**config.mk**
```make
export PLATFORM = sky130hd
export DESIGN_NAME = kd_leaf_store
export DESIGN_NICKNAME = d
export VERILOG_FILES = /design/src/common/kd_pkg.sv /design/src/kd_leaf_store.sv
export VERILOG_INCLUDE_DIRS = /design/src /design/src/common
export SDC_FILE = /design/constraint.sdc
export NUM_CORES = 1
export LEC_CHECK = 0
export CAP_MARGIN = 20
export CELL_PAD_IN_SITES_DETAIL_PLACEMENT = 0
export CELL_PAD_IN_SITES_GLOBAL_PLACEMENT = 1
export CORE_MARGIN = 2
export CORE_UTILIZATION = 53
export CTS_CLUSTER_SIZE = 40
export DETAILED_ROUTE_END_ITERATION = 10
export DONT_BUFFER_PORTS = 1
export PLACE_DENSITY = 0.79
export SYNTH_ARGS = -nofsm -noshare
export SYNTH_HDL_FRONTEND = slang
export SYNTH_SLANG_ARGS = --single-unit
```
**constraint.sdc**
```tcl
create_clock -name clk -period 8.3 [get_ports clk]
set_input_delay 1.245 -clock clk [delete_from_list [all_inputs] [get_ports clk]]
set_output_delay 1.245 -clock clk [all_outputs]
set_load 0.05 [all_outputs]
```
**src/common/kd_defs.svh**
```systemverilog
// ~~~~~~~~~~~~~~~~~~~~~~~~~~~~~~~~~~~~~~~~~~~~~~~~~~
// Sizes of the KD-tree search engine, shared by package, RTL and testbench
// ~~~~~~~~~~~~~~~~~~~~~~~~~~~~~~~~~~~~~~~~~~~~~~~~~~

`ifndef KD_DEFS_SVH
`define KD_DEFS_SVH

// Tree shape
`define KD_DEPTH   6    // Internal levels
`define KD_NODES   63   // Internal split nodes
`define KD_LEAVES  64   // Leaves below the last level

// Patch layout
`define KD_DIMS    5    // Components per patch
`define KD_COMP_W  11   // Width of one component
`define KD_DIM_W   3    // Component index width

// Tags and addresses
`define KD_LEAF_W  6    // Leaf index width
`define KD_LTAG_W  16   // Stored leaf tag, also the load word width
`define KD_QTAG_W  8    // Tag carried with each query
`define KD_ADDR_W  7    // Load address, nodes then leaves

`endif

```
**src/common/kd_pkg.sv**
```systemverilog
// ~~~~~~~~~~~~~~~~~~~~~~~~~~~~~~~~~~~~~~~~~~~~~~~~~~
// Struct types for the KD-tree engine, used by scoped name
// ~~~~~~~~~~~~~~~~~~~~~~~~~~~~~~~~~~~~~~~~~~~~~~~~~~

`include "kd_defs.svh"

package kd_pkg;

  // Split rule of one internal node, 14 bits
  typedef struct packed {
    logic [`KD_DIM_W-1:0]  dim;     // Component to compare
    logic [`KD_COMP_W-1:0] thresh;  // Right child when component >= thresh
  } kd_node_t;

  // Query patch, component 0 in the low bits
  typedef logic [`KD_DIMS-1:0][`KD_COMP_W-1:0] kd_patch_t;

  // Patch plus the host's own tag, 63 bits
  typedef struct packed {
    kd_patch_t              patch;
    logic [`KD_QTAG_W-1:0]  qtag;
  } kd_query_t;

  // One load word with its address, 23 bits
  // Node words use the low 14 data bits as a kd_node_t
  typedef struct packed {
    logic [`KD_ADDR_W-1:0]  addr;
    logic [`KD_LTAG_W-1:0]  data;
  } kd_load_t;

  // Query contents held between two tree levels
  typedef struct packed {
    kd_query_t              q;
    logic [`KD_LEAVES-1:0]  act;  // One-hot active node, low bits only on upper levels
  } kd_stage_t;

  // Tree output towards the leaf store, 14 bits
  typedef struct packed {
    logic [`KD_QTAG_W-1:0]  qtag;
    logic [`KD_LEAF_W-1:0]  leaf;
  } kd_hit_t;

  // Final answer to the host, 30 bits
  typedef struct packed {
    logic [`KD_QTAG_W-1:0]  qtag;
    logic [`KD_LEAF_W-1:0]  leaf;
    logic [`KD_LTAG_W-1:0]  ltag;
  } kd_result_t;

endpackage

```
**src/kd_leaf_store.sv**
```systemverilog
// ~~~~~~~~~~~~~~~~~~~~~~~~~~~~~~~~~~~~~~~~~~~~~~~~~~
// Leaf tag registers with a registered lookup by leaf index
// ~~~~~~~~~~~~~~~~~~~~~~~~~~~~~~~~~~~~~~~~~~~~~~~~~~

`timescale 1ns/1ns

`include "kd_defs.svh"

module kd_leaf_store (
  input  logic               clk,
  input  logic               rst_n,
  input  logic               leaf_we,
  input  kd_pkg::kd_load_t   leaf_wr,      // Address 63..126, leaf = addr - 63
  input  logic               hit_valid,
  input  kd_pkg::kd_hit_t    hit,
  output logic               result_valid,
  output kd_pkg::kd_result_t result
);

  localparam logic [`KD_ADDR_W-1:0] LEAF_BASE = `KD_ADDR_W'(`KD_NODES);
  localparam logic [`KD_ADDR_W-1:0] LEAF_LAST = `KD_ADDR_W'(`KD_NODES + `KD_LEAVES - 1);

  logic [`KD_LTAG_W-1:0]  tags [`KD_LEAVES];
  logic [`KD_LEAF_W-1:0]  wr_idx;

  assign wr_idx = `KD_LEAF_W'(leaf_wr.addr - LEAF_BASE);

  // Tag file
  always_ff @(posedge clk) begin
    if (!rst_n) begin
      for (int k = 0; k < `KD_LEAVES; k++) begin
        tags[k] <= '0;
      end
    end else if (leaf_we) begin
      tags[wr_idx] <= leaf_wr.data;
    end
  end

  // Lookup stage, one cycle behind the tree
  always_ff @(posedge clk) begin
    if (!rst_n) begin
      result_valid <= 1'b0;
    end else begin
      result_valid <= hit_valid;
    end
  end

  always_ff @(posedge clk) begin
    result.qtag <= hit.qtag;
    result.leaf <= hit.leaf;
    result.ltag <= tags[hit.leaf];
  end

  // Controller must only send the leaf half of the load here
  a_leaf_addr: assert property (
    @(posedge clk) disable iff (!rst_n)
    leaf_we |-> leaf_wr.addr >= LEAF_BASE && leaf_wr.addr <= LEAF_LAST
  ) else $error("leaf write to address %0d", leaf_wr.addr);

endmodule

```
Yosys cells after proc, flatten, opt, wreduce, memory -nomap -nowiden. Memories as Yosys holds them, arrays and structs flattened. A register that Yosys moved wholly into a read port is not among the register bits. Cells that the tools add are included.

Reductions and logical operators: 1. Add/sub/neg operators: 1. Muxes and demuxes: 7.

Operators by type and width (number): $mux 16 (1); $reduce_or 16->1 (1); $mux 6 (1); $sub 6x6->6 const B (1); $mux 1 (5).

Bits in writable memories: 1024. Word-level logic and storage cells: 13. Input port bits: 41. Bits in registers: 15. Memories kept: 1.

Memory list: tags (words 64, width 16, rd ports 1, clocked after memory_dff 1, write ports 64, RTL line kd_leaf_store.sv:23) `` logic [`KD_LTAG_W-1:0] tags [`KD_LEAVES]; ``.

Longest topological paths before layout.
Depth in word-level cells: 5. Depth in mapped cells: 9. Mapped depth without buffers: 6.

Worst setup path before layout. OpenSTA, ideal clock, no wires.

Kind: input to register. Start point: input leaf_wr[16] (netlist bit). End point: memory tags[21][0] (netlist bit), enable pin. Cell stages on the path: 6. Slack: 4253 ps. Data arrival time: 3636 ps. Buffers on the path: 2. Cell sequence: ha_1 > buf_4 > xnor2_1 > or4_4 > buf_6 > o21ai_0.

RTL lines: start, declared (RTL line kd_leaf_store.sv:13) `input kd_pkg::kd_load_t leaf_wr,`; end, declared (RTL line kd_leaf_store.sv:23).

==> results by group <==
Status
  • Status: complete, no violations

Logic synthesis
  • Largest family of logic cells by synthesized area: simple AND/OR/NAND/NOR gates
  • Netlist cell types: 49
  • EDFF count, synth: 1024
  • Mapped Area: 48000 µm²
  • Syn Inst Count: 3075
  • Mux contribution to synthesized area: 13.0%
  • Post-Synth Adder-Cell Area: 0.0261%
  • Share of synthesized registers carrying an async set or reset: 0%
  • Yosys top cell by area: edfxtp_1
  • Seq/Total Area, Yosys: 65.3%
  • Primary FF master, synth: edfxtp_1
  • Synth area leaders: edfxtp_1 (64%), and2_1 (13%), mux4_2 (12%)
  • Xor/xnor share of the synthesized area: 0.0521%
  • Ys Warns: 0
  • FF+latch count, synth: 1055
  • Post-Synth Simple-Gate Area: 15.5%
  • Synthesized area per cell: 15.6 µm²
  • Syn Nets: 3117
  • Compound-Gate Fraction of Synth Area: 3.31%
  • Top cell type's share of synthesized area: 64.1%

Setup path
  • CP top delay family: simple AND/OR/NAND/NOR gates
  • Crit Reg-Reg Endpoint: result[7]
  • Max stage delay on crit path: 1.12 ns
  • Beginning of the critical path: leaf_wr[16]
  • Reg-to-Reg Start: tags[10][7]
  • Slowest cell on the critical path: a211oi_2
  • WP buf/inv: 0
  • Worst endpoint required time: 8.61 ns
  • Worst path cell trace: ha_1, xor2_2, nand3_1, a211oi_2, nand2b_1
  • Setup slack, reg-to-reg: 5.83 ns
  • Worst EP arrival: 4.63 ns
  • Reg2Reg Depth: 5
  • Kind of start point of the critical path: input pin
  • Worst setup path class: input pin to flop
  • Worst-path fanout max: 17
  • CP endpoint kind: flop

Finish
  • Final Core Density: 58.0%
  • Multi-input gate area in the final layout: 15300 µm²
  • Area Growth Syn to Fin: 8.57%
  • Layout cells sized above 1: 17.9%
  • Nets: 3003
  • Fillers: 6727
  • Register area: 31400 µm²

Route
  • Final WL: 121000 µm
  • Wire per inst: 28.7 µm
  • Vias per cell: 6.13
  • Antenna viol nets, final: 0
  • Routed vias: 25914
  • DR pass1 iterations: 6
  • DRT iter0 DRCs: 2756
  • DRC Markers: 0

GRT
  • Met1 usage: 36.6%
  • Largest net degree at the start of global routing: 251
  • Met3 Resource Use GR: 7.43%
  • Overflow after GRT: 0
  • M2 GR Usage: 40.6%
  • Vias in the first global route: 26031
  • GRT Total Usage: 26.3%
  • Layer with the highest usage: met2
  • First-pass GRT wire length: 177000 µm
  • Initial antenna violation count: 4

Pwr
  • Seq pwr share: 53.7%
  • Worst VDD drop: 162 µV
  • Pwr dens: 224 nW/µm²
  • Switching Share: 22.2%
  • Static leakage: 17.7 nW
  • Internal: 9.08 mW
  • P_sw: 2.58 mW
  • Clock Power Share: 40.6%
  • Comb pwr share: 5.7%

Timing
  • Min Tclk post-route: 4.32 ns
  • Slew Viols, Final: 0
  • Clk_skew: 0.0242 ns
  • RSZ-0062 raised after global routing: false
  • Setup TNS: 0 ns
  • Tcrit/Tclk final: 52.0%
  • Final Worst Setup Slack: 3.98 ns
  • Final Hold Fails: 0
  • Fmax: 231 MHz
  • # setup viols final: 0
  • Slew @ Worst Pin: 1.15 ns
  • Relative slew slack: 23.2%

Min path
  • Hold Path Depth: 0
  • Worst Hold End: result[21]
  • Hold path start: hit[5]
  • Hold Crit Class: input pin to flop

Clock tree
  • # H-tree levels: 3
  • Post-cts resize count: 0
  • Clk Latency, worst-skew pair: 0.70 ns
  • Post-CTS setup buffers: 0
  • Total CTS buffers: 108
  • Clock sinks: 1055
  • Cts hold-fix bufs: 0
  • TritonCTS clock tree: yes
  • Clk slew on worst S/H paths: 0.06 ns
  • CTS root buf: clkbuf_16
  • CTS max path bufs: 3

Floorplanning
  • Rows: 110
  • Starting density of the core: 53.4%
  • Die H: 305 µm
  • Die area: 93000 µm²
  • Core area: 89900 µm²
  • DIE WIDTH: 305 µm
  • Top Ports: 72

Place
  • Gpl congestion: 0.886
  • IO Port Bufs: 0
  • Dpl hpwl: 71200 µm
  • Post-Place Setup Slack: 3.35 ns

Flow run
  • Max Cap Viol: 0
[layout by cell type (no fill, tap or decap), drive strengths merged, types with 3 or more instances in the layout]
cell type / netlist / routed
o22a: 4 / 4
nand2: 21 / 21
edfxtp: 1024 / 1024
buf: 105 / 71
dfxtp: 31 / 31
nand3: 22 / 22
a22o: 7 / 7
nand4: 3 / 3
nand2b: 33 / 33
bufinv: 0 / 6
nor4: 7 / 7
clkinv: 0 / 54
mux4: 256 / 256
nor2: 56 / 56
mux2i: 34 / 34
or4: 7 / 7
o22ai: 62 / 62
a21oi: 18 / 18
or3b: 5 / 5
a22oi: 11 / 11
mux2: 10 / 10
and2: 1029 / 1029
clkbuf: 191 / 133
o21ai: 50 / 50
a211o: 7 / 7
a31oi: 3 / 3
inv: 1 / 7
a21o: 3 / 3
nor2b: 16 / 16
a211oi: 42 / 42
nand3b: 8 / 8
[final cells by class]
cell class / instances / area share [%]
Sequential cell: 1055 / 60.2
Multi-Input combinational cell: 1723 / 29.3
Clock buffer: 132 / 5.54
Tap cell: 1176 / 2.82
Timing Repair Buffer: 72 / 1.09
Clock inverter: 68 / 1.06
Inverter: 1 / 0.00720
Antenna cell: 1 / 0.00480
[per-layer routing]
| metal | vias to the layer above | part of all wire, % |
|---|---|---|
| li1 | 11145 | - |
| met5 | - | 0.034 |
| met4 | 6 | 2.8 |
| met3 | 163 | 10 |
| met2 | 1112 | 47 |
| met1 | 13488 | 40 |
[through the flow]
| step | instances | hold slack, ns | power, mW | area, µm² |
|---|---|---|---|---|
| after floorplan | 3075 | 0.789 | 6.89 | 48000 |
| after global placement | 4009 | 1.04 | 7.00 | 48500 |
| after detailed placement | 4015 | 1.05 | 7.03 | 48600 |
| after CTS | 4215 | 0.534 | 11.7 | 52000 |
| after global routing | 4227 | 0.548 | 12.0 | 52100 |
| final | 4228 | 0.572 | 11.7 | 52100 |
[worst max-delay path by stage]
| stage | depth (start not counted) | endpoint |
|---|---|---|
| floorplan | 6 | tags[21][0] |
| global placement | 5 | tags[46][12] |
| detailed placement | 5 | tags[46][12] |
| CTS | 5 | tags[46][1] |
| global route | 5 | tags[46][11] |
| finish | 5 | tags[46][1] |
[cells in the mapped netlist, types with 2 or more instances]
master / number
nor4_1: 7
a211oi_2: 19
or3b_2: 5
nand3_1: 22
a21oi_1: 18
nand2b_1: 33
o21ai_2: 2
dfxtp_1: 31
mux2_2: 10
nand3b_1: 8
a211oi_1: 10
a22o_1: 7
mux4_2: 256
or3_1: 2
a211o_1: 7
and2_1: 1029
buf_2: 48
nor2_2: 3
clkbuf_2: 3
nor2_1: 52
nand2_1: 21
a211oi_4: 13
clkbuf_1: 188
a31oi_1: 3
buf_4: 17
nor2b_1: 16
o21ai_0: 38
nand4_1: 3
buf_1: 25
mux2i_1: 34
edfxtp_1: 1024
buf_8: 2
buf_6: 12
o22a_1: 4
a22oi_1: 11
a21o_1: 3
o21ai_1: 10
and3_1: 2
or4_1: 6
o22ai_1: 62
[power groups by stage]
stage / logic [mW] / clock network (mW) / registers, mW
floorplan: 0.553 / 0 / 6.33
CTS: 0.658 / 4.80 / 6.26
detailed placement: 0.656 / 0 / 6.37
global placement: 0.651 / 0 / 6.35
finish: 0.665 / 4.74 / 6.26
global route: 0.692 / 5.01 / 6.28
[flip-flops by register name (all words and copies together) (netlist names)]
register	flops
result	30
result_valid	1
tags	1024
[cells by family after synthesis]
kind of cell,Yosys count
buffers and inverters,297
AND/OR/NAND/NOR,1213
adder cells (fa/ha/maj),1
AO/OA/AOI/OAI,207
XOR/XNOR,2
flip-flops,1055
multiplexers,300
Power figures use the tool's default switching activity.
