### src/common/kd_defs.svh
// ~~~~~~~~~~~~~~~~~~~~~~~~~~~~~~~~~~~~~~~~~~~~~~~~~~
// Sizes of the KD-tree search engine, shared by package, RTL and testbench
// ~~~~~~~~~~~~~~~~~~~~~~~~~~~~~~~~~~~~~~~~~~~~~~~~~~

`ifndef KD_DEFS_SVH
`define KD_DEFS_SVH

// Tree shape
`define KD_DEPTH   6    // Internal levels
`define KD_NODES   63   // Internal split nodes
`define KD_LEAVES  64   // Leaves below the last level

// Patch layout
`define KD_DIMS    5    // Components per patch
`define KD_COMP_W  11   // Width of one component
`define KD_DIM_W   3    // Component index width

// Tags and addresses
`define KD_LEAF_W  6    // Leaf index width
`define KD_LTAG_W  16   // Stored leaf tag, also the load word width
`define KD_QTAG_W  8    // Tag carried with each query
`define KD_ADDR_W  7    // Load address, nodes then leaves

`endif

### src/common/kd_pkg.sv
// ~~~~~~~~~~~~~~~~~~~~~~~~~~~~~~~~~~~~~~~~~~~~~~~~~~
// Struct types for the KD-tree engine, used by scoped name
// ~~~~~~~~~~~~~~~~~~~~~~~~~~~~~~~~~~~~~~~~~~~~~~~~~~

`include "kd_defs.svh"

package kd_pkg;

  // Split rule of one internal node, 14 bits
  typedef struct packed {
    logic [`KD_DIM_W-1:0]  dim;     // Component to compare
    logic [`KD_COMP_W-1:0] thresh;  // Right child when component >= thresh
  } kd_node_t;

  // Query patch, component 0 in the low bits
  typedef logic [`KD_DIMS-1:0][`KD_COMP_W-1:0] kd_patch_t;

  // Patch plus the host's own tag, 63 bits
  typedef struct packed {
    kd_patch_t              patch;
    logic [`KD_QTAG_W-1:0]  qtag;
  } kd_query_t;

  // One load word with its address, 23 bits
  // Node words use the low 14 data bits as a kd_node_t
  typedef struct packed {
    logic [`KD_ADDR_W-1:0]  addr;
    logic [`KD_LTAG_W-1:0]  data;
  } kd_load_t;

  // Query contents held between two tree levels
  typedef struct packed {
    kd_query_t              q;
    logic [`KD_LEAVES-1:0]  act;  // One-hot active node, low bits only on upper levels
  } kd_stage_t;

  // Tree output towards the leaf store, 14 bits
  typedef struct packed {
    logic [`KD_QTAG_W-1:0]  qtag;
    logic [`KD_LEAF_W-1:0]  leaf;
  } kd_hit_t;

  // Final answer to the host, 30 bits
  typedef struct packed {
    logic [`KD_QTAG_W-1:0]  qtag;
    logic [`KD_LEAF_W-1:0]  leaf;
    logic [`KD_LTAG_W-1:0]  ltag;
  } kd_result_t;

endpackage

### src/kd_ctrl.sv
// ~~~~~~~~~~~~~~~~~~~~~~~~~~~~~~~~~~~~~~~~~~~~~~~~~~
// Load sequencing and query admission for the engine
// ~~~~~~~~~~~~~~~~~~~~~~~~~~~~~~~~~~~~~~~~~~~~~~~~~~

`timescale 1ns/1ns

`include "kd_defs.svh"

module kd_ctrl (
  input  logic                   clk,
  input  logic                   rst_n,
  input  logic                   load_start,    // Restarts loading from word 0
  input  logic                   load_valid,
  input  logic [`KD_LTAG_W-1:0]  load_data,
  input  logic                   query_valid,
  output logic                   ready,         // Tree fully loaded
  output logic                   query_reject,
  output logic                   query_go,
  output logic                   node_we,
  output kd_pkg::kd_load_t       node_wr,
  output logic                   leaf_we,
  output kd_pkg::kd_load_t       leaf_wr
);

  localparam logic [`KD_ADDR_W-1:0] LAST_NODE = `KD_ADDR_W'(`KD_NODES - 1);
  localparam logic [`KD_ADDR_W-1:0] LAST_WORD = `KD_ADDR_W'(`KD_NODES + `KD_LEAVES - 1);

  typedef enum logic [1:0] {
    IDLE,
    LOAD_NODES,
    LOAD_LEAVES,
    READY
  } state_t;

  state_t                  state;
  logic [`KD_ADDR_W-1:0]   addr;      // Next load word
  logic                    wr_word;   // A word is taken this cycle
  kd_pkg::kd_load_t        load_word;

  always_ff @(posedge clk) begin
    if (!rst_n) begin
      state        <= IDLE;
      addr         <= '0;
      query_reject <= 1'b0;
    end else begin
      query_reject <= query_valid && !ready;  // One cycle after the refused query
      if (load_start) begin
        state <= LOAD_NODES;
        addr  <= '0;
      end else if (load_valid) begin
        case (state)
          LOAD_NODES: begin
            addr <= addr + 1'b1;
            if (addr == LAST_NODE) state <= LOAD_LEAVES;
          end
          LOAD_LEAVES: begin
            if (addr == LAST_WORD) begin
              state <= READY;  // Counter parks on the last word
            end else begin
              addr <= addr + 1'b1;
            end
          end
          default: ;  // Loose words in IDLE and READY are dropped
        endcase
      end
    end
  end

  assign ready    = state == READY;
  assign query_go = query_valid && ready;

  // Write steering, load_start wins over a word in the same cycle
  assign wr_word   = load_valid && !load_start;
  assign load_word = '{addr: addr, data: load_data};

  assign node_we = wr_word && state == LOAD_NODES;
  assign node_wr = load_word;
  assign leaf_we = wr_word && state == LOAD_LEAVES;
  assign leaf_wr = load_word;

  // Counter stays inside the part being loaded
  a_addr_range: assert property (
    @(posedge clk) disable iff (!rst_n)
    (state == LOAD_NODES  |-> addr <= LAST_NODE) and
    (state == LOAD_LEAVES |-> addr >  LAST_NODE && addr <= LAST_WORD)
  ) else $error("load address %0d out of range", addr);

  // Queries enter only once all 127 words have been taken
  a_go_ready: assert property (
    @(posedge clk) disable iff (!rst_n)
    query_go |-> ready && addr == LAST_WORD
  ) else $error("query admitted before the tree was loaded");

endmodule

### config.mk
export PLATFORM = sky130hd
export DESIGN_NAME = kd_ctrl
export DESIGN_NICKNAME = d
export VERILOG_FILES = /design/src/common/kd_pkg.sv /design/src/kd_ctrl.sv
export VERILOG_INCLUDE_DIRS = /design/src /design/src/common
export SDC_FILE = /design/constraint.sdc
export NUM_CORES = 1
export LEC_CHECK = 0
export BUFFER_PORTS_ARGS = -buffer_cell sky130_fd_sc_hd__buf_2
export CORE_ASPECT_RATIO = 0.6
export CORE_MARGIN = 2
export CORE_UTILIZATION = 35
export CTS_BUF_LIST = sky130_fd_sc_hd__clkbuf_4 sky130_fd_sc_hd__clkbuf_8
export CTS_CLUSTER_DIAMETER = 60
export DETAILED_ROUTE_END_ITERATION = 16
export PLACE_DENSITY = 0.78
export SLEW_MARGIN = 20
export SYNTH_ARGS = -nofsm -noshare
export SYNTH_HDL_FRONTEND = slang
export SYNTH_SLANG_ARGS = --single-unit
### constraint.sdc
create_clock -name clk -period 1.4 [get_ports clk]
set_input_delay 0.14 -clock clk [delete_from_list [all_inputs] [get_ports clk]]
set_output_delay 0.14 -clock clk [all_outputs]
set_load 0.05 [all_outputs]
== Word-level counts from Yosys, hierarchy flattened ==
Index checks and enable logic that the tools add are counted.

* Flip-flop bits (word level): 10
* Word-level logic and storage cells: 37

* Muxes and demuxes: 7
* Eq/ne operators: 10
* Reduce and logical (&&, ||, !) cells: 14
* Bitwise gates (word level): 1
* Add/sub/neg operators: 1

{| class="wikitable"
|+ Operators by type and width
! cell !! number
|-
| case mux 7 bit (2 select lines) || 1
|-
| AND reduction 4 bit || 2
|-
| adder 7 x 1 -> 7 bit (second input constant) || 1
|-
| equality test 7 x 6 -> 1 bit (second input constant) || 1
|-
| equality test 7 bit (second input constant) || 1
|-
| two-way mux 7 bit || 1
|-
| inequality test 2 bit (second input constant) || 3
|-
| inequality test 3 bit (second input constant) || 2
|-
| logical AND 1 bit || 5
|-
| equality test 2 bit (second input constant) || 2
|-
| two-way mux 2 bit || 2
|-
| case mux 2 bit (2 select lines) || 1
|-
| nonzero test 2 bit || 2
|-
| AND reduction 3 bit || 1
|-
| nonzero test 3 bit || 1
|-
| equality test 2 x 1 -> 1 bit (second input constant) || 1
|-
| zero test 1 bit || 2
|-
| two-way mux 1 bit || 2
|-
| OR reduction 2 bit || 1
|-
| NOT 1 bit || 1
|}

== Logic depth before layout (Yosys ltp) ==
* Depth after elaboration: 5
* Gate-level depth with buffers: 6
* Mapped depth without buffers: 6

== Worst setup path before layout ==
OpenSTA, ideal clock, no wires.

* Kind: flip-flop to output port
* From: register state[0]
* To: output port node_we
* Cell stages (with the launch flop): 3
* Slack: -0.912 ns
* Data arrival time: 2.172 ns
* Required time: 1.260 ns
* Path through: dfxtp_1 inv_1 nor4b_1

* Longest elaborated chain between the ends: 2

{| class="wikitable"
|+ Ends and longest elaborated chain
! what !! line !! RTL
|-
| from (decl) || kd_ctrl.sv:35 || <nowiki>state_t state;</nowiki>
|-
| from (signal assigned) || kd_ctrl.sv:42 || <nowiki>state <= IDLE;</nowiki>
|-
| from (signal assigned) || kd_ctrl.sv:48 || <nowiki>state <= LOAD_NODES;</nowiki>
|-
| from (signal assigned) || kd_ctrl.sv:54 || <nowiki>if (addr == LAST_NODE) state <= LOAD_LEAVES;</nowiki>
|-
| equality test 2 x 1 -> 1 bit || kd_ctrl.sv:76 || <nowiki>assign node_we = wr_word && state == LOAD_NODES;</nowiki>
|-
| logical AND 1 bit || kd_ctrl.sv:76 ||
|-
| to (decl) || kd_ctrl.sv:19 || <nowiki>output logic node_we,</nowiki>
|}

Every way passes these cells.

== Final worst setup path ==
* From: register addr[0]
* To: register addr[5]

* Longest elaborated chain between the ends: 3
* Elaborated cells between the ends (all ways): 6
* Those cells by class: add/sub (1); eq/ne (2); mux (2); reduce/logical (1)

{| class="wikitable"
|+ Ends and longest elaborated chain
! what !! line !! RTL
|-
| from (decl) || kd_ctrl.sv:36 || <nowiki>logic [`KD_ADDR_W-1:0] addr;</nowiki>
|-
| from (signal assigned) || kd_ctrl.sv:53 || <nowiki>addr <= addr + 1'b1;</nowiki>
|-
| from (signal assigned) || kd_ctrl.sv:60 || <nowiki>addr <= addr + 1'b1;</nowiki>
|-
| adder 7 x 1 -> 7 bit or equality test 7 bit (tied branches) || kd_ctrl.sv:53, kd_ctrl.sv:60, kd_ctrl.sv:57 ||
|-
| two-way mux 7 bit or inequality test 2 bit (tied branches) || -- ||
|-
| case mux 7 bit (2 select lines) or AND reduction 3 bit (tied branches) || -- ||
|}

Parallel ways exist; a longest one is shown, timed or not. The select of a mux whose other input is x is not followed.
A chain may end at the register's enable or synchronous reset.

==> reports/metrics.yaml <==
clock_network:
  htreeDepth: 1
  cts_buffers: 3
  clk_pin_slew_ps: 50
  cts_tree: "built"
  clock_sinks: 10
  ctsHoldBuffers: 0
  root_buffer: "clkbuf_8"
  cts_buffer_depth: 2
  clk_latency_ps: 240
cells_and_area:
  final_cell_mix: "buf_2, buf_4, nor2_1"
  diodes: 0
  design_area_sq_um: 980
  fin_cells: 133
  layout_commonest_cell: "buf_2"
  drive_gt1_share_pct: 67.0
  n_fill_cell: 233
  postLayoutCoreUtil_pct: 44.3
  area_growth_pct: 17.7
  num-nets-final: 128
pwr:
  vdd_drop_max_mv: 0.226
  p_leak_nw: 0.430
  powerDensity_mw_per_mm2: 695
  p_total_mw: 0.681
floorplanning:
  coreArea_sq_mm: 0.00221
  pin_count: 72
  die_h_microns: 41.8
  die_area_sq_mm: 0.00280
  start_util_pct: 37.6
  fp-row-count: 13
  die_w_microns: 66.9
outcome:
  violations: "setup timing"
  status: "finished with violations"
sta:
  maxSlewHeadroom_pct: 79.8
  worstMarginPinSlew_ps: 303
  final.setup_skew_ps: 4.73
  post-route-min-period_ps: 1470
  max_freq_mhz: 680
  rsz0062_at_grt: "true"
  period_share_pct: 105
  setup_ws_ps: -70.6
  final_max_slew_viol_count: 0
  final_hold_viol_count: 0
  tns_ps: -212
  setup-violations-final: 6
drt:
  drt-met1-wl_microns: 755
  drcViolationCount: 0
  dr.pass1.iters: 4
  drt-total-wl_mm: 1.89
  drt_iter0_markers: 25
  topRoutingLayerUsed: "met4"
  dr_wl_met2_microns: 934
  vias: 661
  vias_per_cell: 4.97
  wl_per_cell_microns: 14.2
  wl_met3_microns: 147
  drtAntennaViolNets: 0
synthesis:
  synthCells: 103
  synth_seq_area_share_pct: 24.1
  syn_area_per_cell_sq_um: 8.08
  synth_top_area_share_pct: 35.2
  syn-cell-area_sq_um: 832
  yosys.area.top_type: "buf_4"
  synth_warnings: 0
  ys_seq_elements: 10
  synth_area_leaders: "buf_4, dfxtp_1, a21oi_1"
  syn_nets: 126
  ys_types: 28
setup_path:
  cp.required_ps: 1520
  critPathArrivalTime_ps: 1590
  crit_path_max_fanout: 4
  crit_type: "flop to flop"
  start_kind: "flop"
  endpoint_kind: "flop"
placed_design:
  port_buffers: 23
  gp_congestion: 0.747
  dp_hpwl_mm: 1.24
  placed_area_sq_um: 803
  post-place-cells: 124
run:
  drv_cap: 0
global_routing:
  grt_pass1_wl_mm: 2.84
  grt_pass1_vias: 639
  grt_max_degree: 9
  grt_use_total_pct: 13.6
  grt-ovfl-total: 0
  antenna_found_initial: 0
worst_hold_path:
  worstHoldPathType: "primary input to flop"
==> worst max-delay path, cell delays in order (launching register included) <==
cell	delay [ps]
dfxtp_4	350
inv_4	40
ha_4	150
nand4b_1	140
o211ai_2	140
buf_4	170
o31ai_2	270
a21oi_2	80
==> report_power, final <==
group | total, mW | switching (mW) | internal, mW
clock network | 0.307 | 0.118 | 0.189
registers | 0.288 | 0.00431 | 0.283
logic | 0.0865 | 0.0518 | 0.0347
total | 0.681 | 0.174 | 0.507
==> state kept, by name (all words and copies together), names as in the netlist <==
register / cells
state: 2
addr: 7
query_reject: 1
==> cell type report <==
cell class | instances | area, sq um | share of cell area (%)
multi-input cells | 50 | 413 | 42.1
repair buffers | 37 | 245 | 25.0
flip-flops and latches | 10 | 221 | 22.6
clock buffers | 3 | 41.3 | 4.21
well taps | 30 | 37.5 | 3.83
inverters | 3 | 21.3 | 2.17
==> what timing repair did <==
item | in CTS | in global routing
setup buffers | 3 | 3
setup endpoints to repair | 7 | 11
gates resized for setup | 11 | 17
pin swaps | 3 | 7
==> kinds of logic (layout without fill, tap and decap cells) <==
logic type	after synthesis	in the layout	share of synthesized area, %
buf+inv	43	43	37.1
simple gates	27	27	17.6
compound gates	16	16	12.6
flops	10	10	24.1
xor+xnor	3	3	3.16
fa+ha+maj	2	2	3.01
mux	2	2	2.41
==> per-stage QoR <==
stage | hold WS, ps | setup WS, ps
finish | 118 | -70.6
global route | 129 | -148
CTS | 117 | -51.5
detailed placement | 281 | -52.1
global placement | 281 | 20.9
floorplan | 254 | -244
==> per-layer routing <==
metal  vias to the layer above  track usage [%]
met5                         -                0
met4                         0             8.16
met3                        12             6.78
met2                        25             20.8
met1                       306             15.1
li1                        318                -
==> worst paths after layout <==
kind / startpoint / endpoint / slack [ps] / cells past startpoint
min: query_valid / query_reject / 120 / 3
max reg2reg: addr[0] / addr[5] / -70 / 7
min reg2reg: addr[5] / addr[5] / 530 / 2
max: addr[0] / addr[5] / -70 / 7
==> synth_stat cells <==
cell        n
buf_4      39
dfxtp_1    10
nand2_1     6
nor2_1      6
a21oi_1     5
o21ai_0     5
inv_1       3
ha_1        2
mux2i_1     2
nand3_1     2
nor3_1      2
nor4b_1     2
or3_1       2
or4_1       2
xor2_1      2
a211oi_1    1
a21boi_0    1
and3_2      1
buf_2       1
nand2b_1    1
nand4_1     1
nand4b_1    1
o2111ai_1   1
o211ai_2    1
o311a_2     1
o31ai_1     1
or3_2       1
xnor2_1     1
Note: power is estimated with default switching activity, not from simulation.
